File: config.mk
export PLATFORM = sky130hd
export DESIGN_NAME = mem_ctrl
export DESIGN_NICKNAME = d
export VERILOG_FILES = /design/src/rtl/mem_op_pkg.sv /design/src/rtl/mem_bus_pkg.sv /design/src/rtl/mem_stage_if.sv /design/src/rtl/mem_queue.sv /design/src/rtl/mem_decode.sv /design/src/rtl/mem_bus_cycle.sv /design/src/rtl/mem_result.sv /design/src/rtl/mem_ctrl.sv
export VERILOG_INCLUDE_DIRS = /design/src /design/src/rtl
export SDC_FILE = /design/constraint.sdc
export NUM_CORES = 1
export LEC_CHECK = 0
export BUFFER_PORTS_ARGS = -buffer_cell sky130_fd_sc_hd__buf_2
export CAP_MARGIN = 15
export CORE_MARGIN = 1
export CORE_UTILIZATION = 50
export CTS_BUF_LIST = sky130_fd_sc_hd__clkbuf_8
export DETAILED_ROUTE_END_ITERATION = 12
export GPL_TIMING_DRIVEN = 0
export PLACE_DENSITY_LB_ADDON = 0.25
export SYNTH_ARGS = -nofsm -noshare
export SYNTH_HDL_FRONTEND = slang
export SYNTH_SLANG_ARGS = --single-unit
export TNS_END_PERCENT = 5
File: constraint.sdc
create_clock -name clk -period 14.25 [get_ports clk]
set_input_delay 2.85 -clock clk [delete_from_list [all_inputs] [get_ports clk]]
set_output_delay 2.85 -clock clk [all_outputs]
set_load 0.02 [all_outputs]
File: src/rtl/mem_ctrl_macros.svh
`ifndef MEM_CTRL_MACROS_SVH
`define MEM_CTRL_MACROS_SVH

// ====================
// bus and address geometry
// ====================

`define MC_AWID 32 // byte address, offset and physical
`define MC_DWID 64 // one octa per bus beat

// transaction id carried from request to response
`define MC_TIDW 4

// ====================
// queue sizing
// ====================

`define MC_REQ_DEPTH 4
`define MC_RESP_DEPTH 4

`endif

File: src/rtl/mem_op_pkg.sv
`default_nettype none

`include "mem_ctrl_macros.svh"

package mem_op_pkg;

	// ====================
	// operation encodings
	// ====================

	typedef enum logic [1:0] {
		FN_LOAD  = 2'b00, // sign extended
		FN_LOADZ = 2'b01, // zero extended
		FN_STORE = 2'b10,
		FN_RSVD  = 2'b11  // dropped at decode
	} mem_func_e;

	// access size, log2 of the byte count
	typedef enum logic [1:0] {
		SZ_BYTE  = 2'd0,
		SZ_WYDE  = 2'd1,
		SZ_TETRA = 2'd2,
		SZ_OCTA  = 2'd3
	} mem_size_e;

	// queued request, field order matters for packing at the top
	typedef struct packed {
		mem_func_e               func;
		mem_size_e               size;
		logic [`MC_AWID-1:0]     adr; // offset within segment
		logic [`MC_DWID-1:0]     dat; // store data, right justified
		logic [`MC_TIDW-1:0]     tid;
	} mem_req_t;

	typedef struct packed {
		logic [`MC_TIDW-1:0]     tid;
		logic                    fault;
		logic [`MC_DWID-1:0]     word; // load data or fault view
	} mem_resp_t;

endpackage

`default_nettype wire

File: src/rtl/mem_bus_pkg.sv
`default_nettype none

`include "mem_ctrl_macros.svh"

package mem_bus_pkg;

	typedef logic [7:0] lane_sel_t; // one bit per byte lane

	typedef enum logic [7:0] {
		FLT_NONE = 8'h00,
		FLT_SGB  = 8'h81  // segment bounds
	} fault_cause_e;

	// fault layout of a response word
	typedef struct packed {
		fault_cause_e                        cause;
		logic [`MC_DWID-`MC_AWID-9:0]        pad;
		logic [`MC_AWID-1:0]                 badr; // faulting offset
	} fault_view_t;

	// read as data when the fault flag is clear, else as fault view
	typedef union packed {
		logic [`MC_DWID-1:0] data;
		fault_view_t         flt;
	} resp_word_u;

endpackage

`default_nettype wire

File: src/rtl/mem_stage_if.sv
`timescale 1ns/1ps
`default_nettype none

`include "mem_ctrl_macros.svh"

// decoded operation, decode to execute
interface mem_op_if import mem_op_pkg::*, mem_bus_pkg::*; ();
	logic                 valid;
	logic                 ready;
	mem_func_e            func;
	mem_size_e            size;
	logic [`MC_AWID-1:0]  padr; // segment base added
	lane_sel_t            sel;
	logic [`MC_DWID-1:0]  dat;  // already in its lanes
	logic [`MC_TIDW-1:0]  tid;
	logic                 fault;
	fault_cause_e         cause;
	logic [`MC_AWID-1:0]  oadr; // aligned offset

	modport source (output valid, func, size, padr, sel, dat, tid, fault, cause, oadr,
		input ready);
	modport sink (input valid, func, size, padr, sel, dat, tid, fault, cause, oadr,
		output ready);
endinterface

// completed bus operation, execute to result
interface mem_res_if import mem_op_pkg::*, mem_bus_pkg::*; ();
	logic                 valid;
	logic                 ready;
	mem_func_e            func;
	mem_size_e            size;
	logic [2:0]           boff; // byte lane of the access
	logic [`MC_DWID-1:0]  rdat; // raw bus word
	logic [`MC_TIDW-1:0]  tid;
	logic                 fault;
	fault_cause_e         cause;
	logic [`MC_AWID-1:0]  oadr;

	modport source (output valid, func, size, boff, rdat, tid, fault, cause, oadr,
		input ready);
	modport sink (input valid, func, size, boff, rdat, tid, fault, cause, oadr,
		output ready);
endinterface

`default_nettype wire

File: src/rtl/mem_queue.sv
`timescale 1ns/1ps
`default_nettype none

module mem_queue #(
	parameter int WIDTH = 8,
	parameter int DEPTH = 4
) (
	input  wire              clk,
	input  wire              rst,
	input  wire              wr_i,
	input  wire [WIDTH-1:0]  wdata_i,
	input  wire              rd_i,
	output logic [WIDTH-1:0] rdata_o,
	output logic             full_o,
	output logic             empty_o
);

	localparam int PW = (DEPTH > 1) ? $clog2(DEPTH) : 1;

	logic [WIDTH-1:0] mem [DEPTH];
	logic [PW-1:0]    wr_ptr;
	logic [PW-1:0]    rd_ptr;
	logic [PW:0]      count;
	logic             do_wr;
	logic             do_rd;

	assign full_o  = count == (PW+1)'(DEPTH);
	assign empty_o = count == '0;
	assign do_wr   = wr_i && !full_o;  // dropped when full
	assign do_rd   = rd_i && !empty_o;
	assign rdata_o = mem[rd_ptr];      // head shown ahead of the read

	always_ff @(posedge clk) begin
		if (do_wr)
			mem[wr_ptr] <= wdata_i;
	end

	always_ff @(posedge clk) begin
		if (rst) begin
			wr_ptr <= '0;
			rd_ptr <= '0;
			count  <= '0;
		end else begin
			if (do_wr)
				wr_ptr <= (wr_ptr == PW'(DEPTH-1)) ? '0 : wr_ptr + 1'b1;
			if (do_rd)
				rd_ptr <= (rd_ptr == PW'(DEPTH-1)) ? '0 : rd_ptr + 1'b1;
			case ({do_wr, do_rd})
				2'b10:   count <= count + 1'b1;
				2'b01:   count <= count - 1'b1;
				default: count <= count; // both or neither
			endcase
		end
	end

endmodule

`default_nettype wire

File: src/rtl/mem_decode.sv
`timescale 1ns/1ps
`default_nettype none

`include "mem_ctrl_macros.svh"

module mem_decode import mem_op_pkg::*, mem_bus_pkg::*; (
	input  wire                 clk,
	input  wire                 rst,
	input  wire mem_req_t       req_i,
	input  wire                 req_empty_i,
	output logic                req_pop_o,
	input  wire [`MC_AWID-1:0]  seg_base_i,
	input  wire [`MC_AWID-1:0]  seg_limit_i,
	input  wire                 bounds_chk_i,
	mem_op_if.source            op
);

	logic [`MC_AWID-1:0] aoff;
	logic [`MC_AWID-1:0] padr;
	lane_sel_t           size_mask;
	logic                seg_flt;

	// ====================
	// address formation
	// ====================

	always_comb begin
		// bits below the access size are ignored
		aoff    = req_i.adr & ({`MC_AWID{1'b1}} << req_i.size);
		padr    = seg_base_i + aoff; // base is expected octa aligned
		seg_flt = bounds_chk_i && (aoff > seg_limit_i);
		case (req_i.size)
			SZ_BYTE:  size_mask = 8'h01;
			SZ_WYDE:  size_mask = 8'h03;
			SZ_TETRA: size_mask = 8'h0f;
			default:  size_mask = 8'hff;
		endcase
	end

	// take the head when the output stage is free or draining
	assign req_pop_o = !req_empty_i && (!op.valid || op.ready);

	always_ff @(posedge clk) begin
		if (rst) begin
			op.valid <= 1'b0;
		end else if (req_pop_o) begin
			op.valid <= req_i.func != FN_RSVD; // unknown function discarded
		end else if (op.ready) begin
			op.valid <= 1'b0;
		end
	end

	// ====================
	// lane placement
	// ====================

	always_ff @(posedge clk) begin
		if (req_pop_o) begin
			op.func  <= req_i.func;
			op.size  <= req_i.size;
			op.padr  <= padr;
			op.sel   <= size_mask << padr[2:0];
			op.dat   <= req_i.dat << {padr[2:0], 3'b000}; // into its byte lanes
			op.tid   <= req_i.tid;
			op.fault <= seg_flt;
			op.cause <= seg_flt ? FLT_SGB : FLT_NONE;
			op.oadr  <= aoff;
		end
	end

endmodule

`default_nettype wire

File: src/rtl/mem_bus_cycle.sv
`timescale 1ns/1ps
`default_nettype none

`include "mem_ctrl_macros.svh"

module mem_bus_cycle import mem_op_pkg::*, mem_bus_pkg::*; (
	input  wire                 clk,
	input  wire                 rst,
	mem_op_if.sink              op,
	mem_res_if.source           res,
	output logic                cyc_o,
	output logic                stb_o,
	output logic                we_o,
	output lane_sel_t           sel_o,
	output logic [`MC_AWID-1:0] adr_o,
	output logic [`MC_DWID-1:0] dat_o,
	input  wire [`MC_DWID-1:0]  dat_i,
	input  wire                 ack_i
);

	localparam logic [1:0] ST_IDLE   = 2'd0;
	localparam logic [1:0] ST_ACTIVE = 2'd1; // waiting on ack
	localparam logic [1:0] ST_DONE   = 2'd2; // result offered

	logic [1:0] state;
	logic       op_take;
	logic       bus_end;

	assign op.ready  = state == ST_IDLE;
	assign res.valid = state == ST_DONE;
	assign op_take   = op.valid && op.ready;
	assign bus_end   = (state == ST_ACTIVE) && ack_i;

	// ====================
	// cycle control
	// ====================

	always_ff @(posedge clk) begin
		if (rst) begin
			state <= ST_IDLE;
			cyc_o <= 1'b0;
			stb_o <= 1'b0;
			we_o  <= 1'b0;
			sel_o <= '0;
		end else begin
			case (state)
				ST_IDLE: begin
					if (op_take && op.fault) begin
						state <= ST_DONE; // no bus cycle for a fault
					end else if (op_take) begin
						state <= ST_ACTIVE;
						cyc_o <= 1'b1;
						stb_o <= 1'b1;
						we_o  <= op.func == FN_STORE;
						sel_o <= op.sel;
					end
				end
				ST_ACTIVE: begin
					if (ack_i) begin
						state <= ST_DONE;
						cyc_o <= 1'b0;
						stb_o <= 1'b0;
						we_o  <= 1'b0;
						sel_o <= '0;
					end
				end
				ST_DONE: begin
					if (res.ready)
						state <= ST_IDLE;
				end
				default: state <= ST_IDLE;
			endcase
		end
	end

	// address, write data and the operation travel with the cycle
	always_ff @(posedge clk) begin
		if (op_take) begin
			adr_o     <= op.padr;
			dat_o     <= op.dat;
			res.func  <= op.func;
			res.size  <= op.size;
			res.boff  <= op.padr[2:0];
			res.tid   <= op.tid;
			res.fault <= op.fault;
			res.cause <= op.cause;
			res.oadr  <= op.oadr;
			res.rdat  <= '0;
		end else if (bus_end) begin
			res.rdat <= dat_i; // captured on the ack edge
		end
	end

endmodule

`default_nettype wire

File: src/rtl/mem_result.sv
`timescale 1ns/1ps
`default_nettype none

`include "mem_ctrl_macros.svh"

module mem_result import mem_op_pkg::*, mem_bus_pkg::*; (
	input  wire        clk,
	input  wire        rst,
	mem_res_if.sink    res,
	output mem_resp_t  resp_o,
	output logic       resp_wr_o,
	input  wire        resp_full_i
);

	logic [`MC_DWID-1:0] shifted;
	logic [`MC_DWID-1:0] load_val;
	logic                sext;
	resp_word_u          word;
	logic                take;

	// one write in flight at a time, so full is never stale
	assign res.ready = !resp_full_i && !resp_wr_o;
	assign take      = res.valid && res.ready;

	// ====================
	// load extraction
	// ====================

	always_comb begin
		shifted = res.rdat >> {res.boff, 3'b000};
		sext    = res.func == FN_LOAD;
		case (res.size)
			SZ_BYTE:  load_val = {{(`MC_DWID-8){sext & shifted[7]}}, shifted[7:0]};
			SZ_WYDE:  load_val = {{(`MC_DWID-16){sext & shifted[15]}}, shifted[15:0]};
			SZ_TETRA: load_val = {{(`MC_DWID-32){sext & shifted[31]}}, shifted[31:0]};
			default:  load_val = shifted;
		endcase

		word.data = '0; // stores answer with zero
		if (res.fault) begin
			word.flt.cause = res.cause;
			word.flt.pad   = '0;
			word.flt.badr  = res.oadr;
		end else if (res.func == FN_LOAD || res.func == FN_LOADZ) begin
			word.data = load_val;
		end
	end

	always_ff @(posedge clk) begin
		if (rst)
			resp_wr_o <= 1'b0;
		else
			resp_wr_o <= take;
	end

	always_ff @(posedge clk) begin
		if (take) begin
			resp_o.tid   <= res.tid;
			resp_o.fault <= res.fault;
			resp_o.word  <= word;
		end
	end

endmodule

`default_nettype wire

File: src/rtl/mem_ctrl.sv
`timescale 1ns/1ps
`default_nettype none

`include "mem_ctrl_macros.svh"

module mem_ctrl import mem_op_pkg::*; (
	input  wire                 clk,
	input  wire                 rst,
	// request side
	input  wire                 req_wr_i,
	input  wire [1:0]           req_func_i,
	input  wire [1:0]           req_size_i,
	input  wire [`MC_AWID-1:0]  req_adr_i,
	input  wire [`MC_DWID-1:0]  req_dat_i,
	input  wire [`MC_TIDW-1:0]  req_tid_i,
	output logic                req_full_o,
	// response side
	input  wire                 resp_rd_i,
	output logic                resp_empty_o,
	output logic [`MC_TIDW-1:0] resp_tid_o,
	output logic                resp_fault_o,
	output logic [`MC_DWID-1:0] resp_word_o,
	// segment
	input  wire [`MC_AWID-1:0]  seg_base_i,
	input  wire [`MC_AWID-1:0]  seg_limit_i,
	input  wire                 bounds_chk_i,
	// bus master
	output logic                cyc_o,
	output logic                stb_o,
	output logic                we_o,
	output logic [7:0]          sel_o,
	output logic [`MC_AWID-1:0] adr_o,
	output logic [`MC_DWID-1:0] dat_o,
	input  wire [`MC_DWID-1:0]  dat_i,
	input  wire                 ack_i
);

	mem_req_t  req_wdata;
	mem_req_t  req_head;
	logic      req_empty;
	logic      req_pop;
	mem_resp_t resp_wdata;
	mem_resp_t resp_head;
	logic      resp_wr;
	logic      resp_full;

	mem_op_if  u_op_if ();
	mem_res_if u_res_if ();

	// same order as the struct fields
	assign req_wdata = {req_func_i, req_size_i, req_adr_i, req_dat_i, req_tid_i};

	assign resp_tid_o   = resp_head.tid;
	assign resp_fault_o = resp_head.fault;
	assign resp_word_o  = resp_head.word;

	// ====================
	// queues and stages
	// ====================

	mem_queue #(.WIDTH($bits(mem_req_t)), .DEPTH(`MC_REQ_DEPTH)) u_req_q (
		.clk(clk), .rst(rst),
		.wr_i(req_wr_i), .wdata_i(req_wdata),
		.rd_i(req_pop), .rdata_o(req_head),
		.full_o(req_full_o), .empty_o(req_empty)
	);

	mem_decode u_decode (
		.clk(clk), .rst(rst),
		.req_i(req_head), .req_empty_i(req_empty), .req_pop_o(req_pop),
		.seg_base_i(seg_base_i), .seg_limit_i(seg_limit_i), .bounds_chk_i(bounds_chk_i),
		.op(u_op_if.source)
	);

	mem_bus_cycle u_bus_cycle (
		.clk(clk), .rst(rst),
		.op(u_op_if.sink), .res(u_res_if.source),
		.cyc_o(cyc_o), .stb_o(stb_o), .we_o(we_o), .sel_o(sel_o),
		.adr_o(adr_o), .dat_o(dat_o), .dat_i(dat_i), .ack_i(ack_i)
	);

	mem_result u_result (
		.clk(clk), .rst(rst),
		.res(u_res_if.sink),
		.resp_o(resp_wdata), .resp_wr_o(resp_wr), .resp_full_i(resp_full)
	);

	mem_queue #(.WIDTH($bits(mem_resp_t)), .DEPTH(`MC_RESP_DEPTH)) u_resp_q (
		.clk(clk), .rst(rst),
		.wr_i(resp_wr), .wdata_i(resp_wdata),
		.rd_i(resp_rd_i), .rdata_o(resp_head),
		.full_o(resp_full), .empty_o(resp_empty_o)
	);

endmodule

`default_nettype wire

==> results of run 1 <==
stage by stage:
| stage | instances | worst slack (ns) | hold WS, ns | area (µm²) | utilization, % |
|---|---|---|---|---|---|
| floorplan | 2758 | 7.95 | 0.400 | 45900 | - |
| global placement | 4348 | 4.38 | 0.401 | 49400 | 54.6 |
| detailed placement | 4365 | 8.27 | 0.405 | 49800 | 55.1 |
| CTS | 4684 | 7.57 | 0.401 | 53100 | 58.8 |
| global route | 4690 | 7.54 | 0.416 | 53200 | 58.8 |
| finish | 4694 | 7.72 | 0.406 | 53200 | 58.8 |
power groups by stage:
stage | combinational [W] | clock, W | sequential, W
global route | 0.00381 | 0.00278 | 0.00499
floorplan | 0.00214 | 0 | 0.00500
CTS | 0.00354 | 0.00264 | 0.00495
finish | 0.00356 | 0.00257 | 0.00495
detailed placement | 0.00353 | 0 | 0.00501
global placement | 0.00344 | 0 | 0.00512
layout make-up:
class,instances,area [µm²],share of cell area [%]
Tap cell,1176,1470,2.77
Clock buffer,188,2590,4.87
Timing Repair Buffer,432,2450,4.60
Clock inverter,131,741,1.39
Buffer,150,638,1.20
Sequential cell,1139,33200,62.5
Antenna cell,9,22.5,0.0424
Multi-Input combinational cell,1406,11800,22.2
Inverter,63,241,0.454
final timing paths:
| path | end | slack [ns] | cells past startpoint |
|---|---|---|---|
| worst max register to register | u_decode.op.padr[28]$_DFFE_PP_ | 8.63 | 15 |
| worst max-delay path | resp_word_o[58] | 7.72 | 5 |
| worst min register to register | u_bus_cycle.dat_o[42]$_DFFE_PP_ | 0.41 | 0 |
| worst min-delay path | u_bus_cycle.dat_o[42]$_DFFE_PP_ | 0.41 | 0 |
metal layers:
layer  up-vias  GRT usage, %
met5         -             0
met4        22          10.2
met3       236          5.61
met2      1023          45.8
met1     13700          35.2
li1      12000             -
logic make-up (layout without fill, tap and decap cells):
group	after synthesis	count (layout)	synth area share (%)
DFF	1139	1139	72.5
and+or+nand+nor	519	519	5.03
AOI/OAI and AO/OA	484	484	6.32
muxes	295	295	11.5
buffers and inverters	213	964	1.90
adders and majority gates	78	78	2.18
xor gates and xnor gates	30	30	0.573
other	0	9	0
state kept, by name, indices dropped and copies added (netlist names), 3 cells and up, named ones only:
register / count
u_bus_cycle.res.tid: 4
u_decode.op.dat: 64
u_req_q.mem: 416
u_bus_cycle.dat_o: 64
u_resp_q.count: 3
u_bus_cycle.sel_o: 8
u_req_q.count: 3
u_result.resp_o: 69
u_decode.op.padr: 32
u_resp_q.mem: 276
u_bus_cycle.res.oadr: 32
u_bus_cycle.res.rdat: 64
u_decode.op.tid: 4
u_decode.op.sel: 8
u_decode.op.oadr: 32
u_bus_cycle.adr_o: 30
cell usage after synthesis, drive strengths merged, types with 6 or more instances:
library cell,n,area [µm²]
nand2b,18,113
a21o,27,203
a22o,8,70.1
nor3b,6,50.1
ha,75,938
nor2b,28,175
o31ai,12,90.1
and3,13,81.3
xor2,16,140
dfxtp,96,1920
nor3,12,60.1
edfxtp,1043,31300
inv,62,233
nand3,27,135
and2,17,106
mux2i,74,741
mux4,182,4100
o211ai,27,203
o21ai,89,445
nand4,13,81.3
o22ai,10,62.6
xnor2,14,123
buf,48,251
a21oi,243,1250
nand2,287,1080
clkbuf,102,383
nor2,83,312
mux2,39,439
a211oi,25,193
cell usage in the layout, fill, tap and decap left out, types with 10 or more instances in the layout:
cell type,n
sky130_fd_sc_hd__a211oi_1,24
sky130_fd_sc_hd__a21o_1,27
sky130_fd_sc_hd__a21oi_1,233
sky130_fd_sc_hd__a21oi_2,10
sky130_fd_sc_hd__and2_1,13
sky130_fd_sc_hd__buf_1,10
sky130_fd_sc_hd__buf_16,11
sky130_fd_sc_hd__buf_2,444
sky130_fd_sc_hd__clkbuf_1,101
sky130_fd_sc_hd__clkbuf_8,188
sky130_fd_sc_hd__clkinv_1,55
sky130_fd_sc_hd__clkinv_2,17
sky130_fd_sc_hd__dfxtp_1,96
sky130_fd_sc_hd__edfxtp_1,1043
sky130_fd_sc_hd__ha_1,75
sky130_fd_sc_hd__inv_1,99
sky130_fd_sc_hd__mux2_2,39
sky130_fd_sc_hd__mux2i_1,74
sky130_fd_sc_hd__mux4_2,182
sky130_fd_sc_hd__nand2_1,287
sky130_fd_sc_hd__nand2b_1,18
sky130_fd_sc_hd__nand3_1,27
sky130_fd_sc_hd__nand4_1,13
sky130_fd_sc_hd__nor2_1,83
sky130_fd_sc_hd__nor2b_1,28
sky130_fd_sc_hd__nor3_1,12
sky130_fd_sc_hd__o211ai_1,27
sky130_fd_sc_hd__o21ai_0,88
sky130_fd_sc_hd__o22ai_1,10
sky130_fd_sc_hd__o31ai_1,12
sky130_fd_sc_hd__xnor2_1,14
sky130_fd_sc_hd__xor2_1,16
==> flow_results.org, run 1 <==
** Global route
- After global routing the overflow that remains totals 0.
- Pin count of the biggest net entering global routing :: roughly 80
- Via count of the first global-routing pass :: roughly 28000
- The number of antenna violations at the first check in global routing was 32.
- Global routing used between 20% and 30% of the available tracks across all layers.
- The first global-routing pass estimated roughly 180 mm of wire.

** Setup path
- Required time reported for the critical path endpoint :: roughly 11 ns
- STA classifies the critical path startpoint as a flip-flop.
- At the worst endpoint, the arrival time is 3.68 ns.
- Capturing element type of the critical path :: output pin
- Combined buffer and inverter count along the critical path :: 4
- Cell repeated most along the worst path :: sky130_fd_sc_hd__clkbuf_1
- The slowest stage of the critical path belongs to the cell sky130_fd_sc_hd__clkbuf_1.
- Dominant delay contributor by cell family on the critical path :: buffers and inverters
- Highest fanout seen on the critical path :: 10
- The critical path is of the flip-flop to output pin type.
- Cells traversed along the worst timing path :: clkbuf_1, clkbuf_1, buf_1, mux4_2, buf_2
- Longest individual stage delay on the worst path :: 0.68 ns

** Detailed routing
- Average via count per standard cell :: around 5.7
- 1st-iter DRT viols :: approximately 2300
- DRC viols :: 0
- Via count :: 27000
- Wires add up to 127 mm.
- For this block, wires on met1 add up to between 50 and 60 mm.
- Detail-routed net length per standard cell :: around 27 µm
- Number of nets with antenna violations after detailed routing :: 0
- Highest metal used :: met5
- Summed over all nets, wire length on met2 after detailed routing comes to about 63 mm.
- Detailed-routing iteration count for the pre-antenna-repair pass :: 6
- Met3 Wirelength :: 7.36 mm

** Clock network
- Clock-pin slew was measured on the worst setup and hold paths at 0.07 ns.
- Clk sinks :: between 1000 and 1500
- Maximum level of the CTS H-tree :: 4
- In this run the deepest clock path goes through 3 buffers.
- At the later pin of the worst-skew pair, clock insertion delay measures roughly 0.84 ns.
- Buffers inserted to repair hold after CTS numbered 0.
- Number of setup buffers added after CTS :: 0
- CTS tree :: done
- Counting the buffers created by CTS gives roughly 180.
- In this run, post-CTS repair resized a total of 0 instances.
- Clock tree synthesis selected as its root buffer the cell sky130_fd_sc_hd__clkbuf_8.

** Timing
- After layout, the worst path uses a little under half of the clock period.
- Total negative setup slack :: 0 ns
- Slew at the pin closest to its max-slew limit :: between 1 and 1.5 ns
- Endpoints failing hold :: 0
- The number of max-slew violations in the final report came to 0.
- The worst pin sits at a relative slew slack of 32.7%.
- On the final layout, the worst clock skew is roughly 0.033 ns.
- Based on the critical path, the design can be clocked at up to approximately 0.15 GHz.
- Setup violation total in the final timing report :: 0
- Post-layout min period :: 6.53 ns
- Setup repair after global routing left no endpoint under its margin.

** Logic synthesis
- Counting flops and latches in the post-synthesis netlist gives 1139.
- Sequential fraction of the synthesis area :: slightly above 70%
- Number of flops mapped to enable cells by yosys :: approximately 1000
- Synthesis produced a netlist whose cell count is about 2800.
- Area of the mapped netlist :: roughly 0.046 mm²
- In this run the mean area of a mapped cell was between 15 and 20 µm².
- Flip-flop cell with the highest count after synthesis :: sky130_fd_sc_hd__edfxtp_1
- Share of synthesized registers carrying an async set or reset :: 0%
- During synthesis, Yosys emitted a total of 0 warnings.
- Post-synth net total :: just over 3000
- In this run, distinct cell masters in the synthesized netlist total between 60 and 70.

** Final layout
- The post-route netlist has between 20% and 30% of its cells at a drive strength greater than 1.
- In the final design database the tool counted between 3000 and 4000 nets.
- Final-layout fill cell count :: between 6000 and 7000
- Layout overhead on the synthesized area :: 15.9%

** Floorplan
- Die Span Y :: 305 µm
- The floorplan step set the die width to a little over 300 µm.
- Area of the core :: ~0.090 mm²
- Number of placement rows :: 110
- The die covers just over 0.09 mm².
- around 420 I/O pins were placed.
- Effective utilization at floorplan :: around half

** Pwr
- In this run, the combinational gates consume roughly 32% of the power.
- Fraction of power consumed by sequential logic :: between 40% and 50%
- Largest voltage drop on the vdd net :: 0.151 mV
- Clk pwr share :: between 20% and 30%
- Leakage :: 18.6 nW
- Net switching component of the power :: 0.00399 W
- For this design the ratio of total power to cell area is approximately 210 mW/mm².
- Of the total power, the share spent switching nets is 36.0%.
- Internal power :: 0.00709 W
- Pwr Total :: 0.0111 W

** Placed design
- Number of I/O port buffers :: ~410
- Half-perimeter wire length of the detailed placement result :: 92.4 mm
- Routability cong. :: approximately 0.95

** Status
- The run finished with clean final reports.

** Worst hold path
- Class of the most critical hold timing path :: flip-flop to flip-flop
- Worst hold path startpoint :: u_decode.op.dat[42]$_DFFE_PP_

** Job
- Across the run, the number of max-cap violations was 0.
Note: power is estimated with default switching activity, not from simulation.
==> run 2: changes to the inputs <==
--- a/config.mk
+++ b/config.mk
@@ -6,6 +6,7 @@
 export SDC_FILE = /design/constraint.sdc
 export NUM_CORES = 1
 export LEC_CHECK = 0
+export ABC_AREA = 1
 export BUFFER_PORTS_ARGS = -buffer_cell sky130_fd_sc_hd__buf_2
 export CAP_MARGIN = 15
 export CORE_MARGIN = 1
==> constraint.sdc (replaced) <==
create_clock -name clk -period 5.7 [get_ports clk]
set_input_delay 1.14 -clock clk [delete_from_list [all_inputs] [get_ports clk]]
set_output_delay 1.14 -clock clk [all_outputs]
set_load 0.02 [all_outputs]
==> flow_results.org, run 2 <==
** Status
- Result of the run :: finished clean

** Timing
- Setup repair after global routing left no endpoint under its margin.
- Setup violation total in the final timing report :: 0
- Total negative setup slack :: 0 ns
- Post-layout min period :: 4.88 ns
- Slew at the pin closest to its max-slew limit :: between 1 and 1.5 ns
- Minimum hold slack :: roughly 0.4 ns
- The number of max-slew violations in the final report was 0.
- Once routing completed, OpenROAD measured the worst setup slack at 0.816 ns.
- Ratio of final minimum period to clock period :: between 80 and 90%
- Rel. slew slack :: between 10% and 20%
- The number of failing hold endpoints at the final stage was 0.
- For this run, the top clock speed supported by timing is approximately 0.20 GHz.
- Worst clock skew :: 0.0448 ns

** Detailed routing
- Via count :: ~34000
- In this run the remaining antenna-violating nets after routing total 0.
- Detail-routed net length per standard cell :: 23.7 µm
- DRC viols :: 0
- Detailed-routing iteration count for the pre-antenna-repair pass :: 9
- The final layout contains routed wiring with a total length of 145 mm.
- 1st-iter DRT viols :: between 3000 and 4000
- In the routed layout, each cell is associated on average with a via count of 5.54.

** Global route
- Total track usage :: between 30 and 40%
- Entering global routing, the biggest net connects 80 pins.
- For this run the aggregate overflow at the end of global routing stands at 0.
- Global-route wire length before repair :: ~210 mm
- The number of antenna violations at the first check in global routing was 25.
- The number of global-route vias before repair is between 30000 and 40000.

** Final layout
- Biggest regs :: u_req_q.mem (416), u_resp_q.mem (276), u_result.resp_o (69)
- For this run, the share of the core covered by cells in the final layout is 58.8%.
- Leading cell types in the layout, fill and taps excluded :: sky130_fd_sc_hd__edfxtp_1 (1043), sky130_fd_sc_hd__nand2_1 (846), sky130_fd_sc_hd__buf_2 (480), sky130_fd_sc_hd__o21ai_0 (402), sky130_fd_sc_hd__nor2_1 (379)
- For this run, the post-layout net count is approximately 5000.
- Share of post-route cells with drive strength above 1 :: between 15 and 20%
- Largest Register :: u_req_q.mem
- The library cell used most frequently in the layout, excluding fill and tap cells, is sky130_fd_sc_hd__edfxtp_1.
- Layout overhead on the synthesized area :: 16.2%
- Flip-flop count of the largest register after layout :: about 420

** Placed design
- Summed over all nets, the half-perimeter wirelength after detailed placement is around 110 mm.
- Number of I/O port buffers :: 414
- Routability cong. :: around 1.0
- Before CTS, the worst setup slack after placement is 0.866 ns.

** Job
- Max-cap violations in this run came to 0.

** Logic synthesis
- Gate Count Post-Synth :: 4103
- Flip-flop cell with the highest count after synthesis :: sky130_fd_sc_hd__edfxtp_1
- Sequential elements use a little over two thirds of the synthesized area.
- The number of nets in the synthesized netlist is 4419.
- Portion of synthesized cell area occupied by the leading cell type :: about 66%
- Number of register bits inferred by synthesis :: approximately 1100
- After synthesis, the share of flip-flops with an asynchronous set or reset is 0%.
- After synthesis the cells add up to 0.0473 mm².
- sky130_fd_sc_hd__edfxtp_1 takes more of the synthesized area than any other cell.
- Synthesized area divided by synthesized cell count :: around 12 µm²
- Yosys mapped the design onto 47 distinct sky130hd cell types.
- Ranked by total cell area, the synthesized netlist is headed by sky130_fd_sc_hd__edfxtp_1 (66%), sky130_fd_sc_hd__nand2_1 (6.7%), sky130_fd_sc_hd__o21ai_0 (4.3%).
- By count the netlist is led by sky130_fd_sc_hd__edfxtp_1 (1043), sky130_fd_sc_hd__nand2_1 (846), sky130_fd_sc_hd__o21ai_0 (402), sky130_fd_sc_hd__nor2_1 (387), sky130_fd_sc_hd__inv_1 (236).
- Number of warnings reported in the yosys synthesis log :: 0
- Most frequent cell after synthesis :: sky130_fd_sc_hd__edfxtp_1
- Number of flops mapped to enable cells by yosys :: about 1000

** Floorplan
- Measured along the y axis, the die boundary spans ~310 µm.
- Top Ports :: about 420
- Effective utilization at floorplan :: about half
- Number of placement rows :: ~110
- DIE AREA :: between 0.09 and 0.1 mm²
- The core region is approximately 0.093 mm².
- In this run the horizontal extent of the chip is between 300 and 400 µm.

** Pwr
- Fraction of power consumed by sequential logic :: approximately two fifths
- Combinational logic burns about two fifths of the power.
- VDD sags by at most around 0.37 mV.
- The clock network burns 20.3% of the power.
- Leakage :: roughly 21 nW
- Switching part of the total :: a little over two fifths
- Internal power :: between 0.015 and 0.02 W
- The analysis attributes to net switching a power of around 0.013 W.
- Power per cell area :: around 570 mW/mm²

** Setup path
- Cells traversed along the worst timing path :: buf_6, inv_2, buf_6, buf_4, clkbuf_1, o21ai_0, o22ai_1, nand2_1, inv_1, ha_1, inv_1, fa_1, buf_2, inv_2, nor2_2, nand2_1, clkbuf_1, o211ai_1
- STA classifies the critical path startpoint as a flip-flop.
- The worst setup path is captured at a flip-flop.
- Slowest stage cell, crit path :: sky130_fd_sc_hd__clkbuf_1
- Longest individual stage delay on the worst path :: 0.54 ns
- Setup Crit Path Kind :: flip-flop to flip-flop
- Highest fanout seen on the critical path :: 10
- At the worst endpoint, the arrival time is 5.54 ns.
- Together, buffers and inverters on the worst path number 10.
- Required time reported for the critical path endpoint :: roughly 6.4 ns
- Dominant delay contributor by cell family on the critical path :: buffers and inverters

** Clock network
- The clock reaches the later pin of the worst-skew pair after between 0.8 and 0.9 ns.
- Number of setup buffers added after CTS :: 0
- Maximum level of the CTS H-tree :: 4
- Hold repair after CTS inserted 0 buffers.
- CTS saw around 1100 sinks.
- CTS tree :: done
- Count of instances resized after the clock tree is built :: 0
- Clock tree synthesis inserted a total of 175 buffers.
- Cell at the root of the clock tree :: sky130_fd_sc_hd__clkbuf_8
- Clock edge transition at the registers on the reported setup and hold paths :: around 0.060 ns
- Max Buffers Root-to-Sink :: 3

** Worst hold path
- The tightest min-delay check is of the flip-flop to flip-flop type.
[run 2: cell type report]
| class | instances | area [µm²] |
|---|---|---|
| inverters | 248 | 941 |
| plain buffers | 221 | 1030 |
| fillers | 7790 | 38600 |
| repair buffers | 447 | 2710 |
| well taps | 1254 | 1570 |
| clock buffers | 187 | 2570 |
| diodes | 11 | 27.5 |
| flip-flops and latches | 1139 | 33200 |
| clock inverters | 136 | 702 |
| multi-input cells | 2495 | 12100 |
[run 2: power groups by stage]
| stage | logic (W) | clock network [W] | registers (W) |
|---|---|---|---|
| 6_report | 0.0127 | 0.00634 | 0.0122 |
| 5_1_grt | 0.0137 | 0.00681 | 0.0122 |
| 4_1_cts | 0.0125 | 0.00644 | 0.0121 |
| 3_5_place_dp | 0.0125 | 0 | 0.0123 |
| 3_3_place_gp | 0.0131 | 0 | 0.0128 |
| 2_1_floorplan | 0.00738 | 0 | 0.0125 |
[run 2: path summary, 6_finish.rpt]
check	from	end	slack [ns]	cells past startpoint
setup reg to reg	flip-flop	u_decode.op.dat[54]$_DFFE_PP_	0.82	18
setup / recovery	flip-flop	u_decode.op.dat[54]$_DFFE_PP_	0.82	18
hold reg to reg	u_decode.op.padr[0]$_DFFE_PP_	u_bus_cycle.res.boff[0]$_DFFE_PP_	0.41	0
hold / removal	u_decode.op.padr[0]$_DFFE_PP_	u_bus_cycle.res.boff[0]$_DFFE_PP_	0.41	0
[run 2: cells by family (layout without fill, tap and decap cells)]
| logic type | Yosys count | count (layout) | synth area share (%) |
|---|---|---|---|
| simple gates | 1522 | 1522 | 13.1 |
| flops | 1139 | 1139 | 70.3 |
| compound gates | 875 | 875 | 9.90 |
| buf+inv | 469 | 1239 | 4.16 |
| fa+ha+maj | 78 | 78 | 2.11 |
| xor+xnor | 19 | 19 | 0.368 |
| mux | 1 | 1 | 0.0212 |
| other cells | 0 | 11 | 0 |
[run 2: routing by layer]
layer,part of all wire [%],global-route usage (%)
met1,41,40.8
met5,0.097,0
met4,3.9,12.6
met3,8.6,6.05
met2,47,47.5
[run 2: metrics by stage]
| stage | std cells | total power [W] | area (µm²) |
|---|---|---|---|
| 2_1_floorplan | 4103 | 0.0198 | 47300 |
| 3_3_place_gp | 5771 | 0.0259 | 50900 |
| 3_5_place_dp | 5804 | 0.0248 | 51600 |
| 4_1_cts | 6127 | 0.0311 | 54900 |
| 5_1_grt | 6131 | 0.0328 | 54900 |
| 6_report | 6138 | 0.0312 | 54900 |
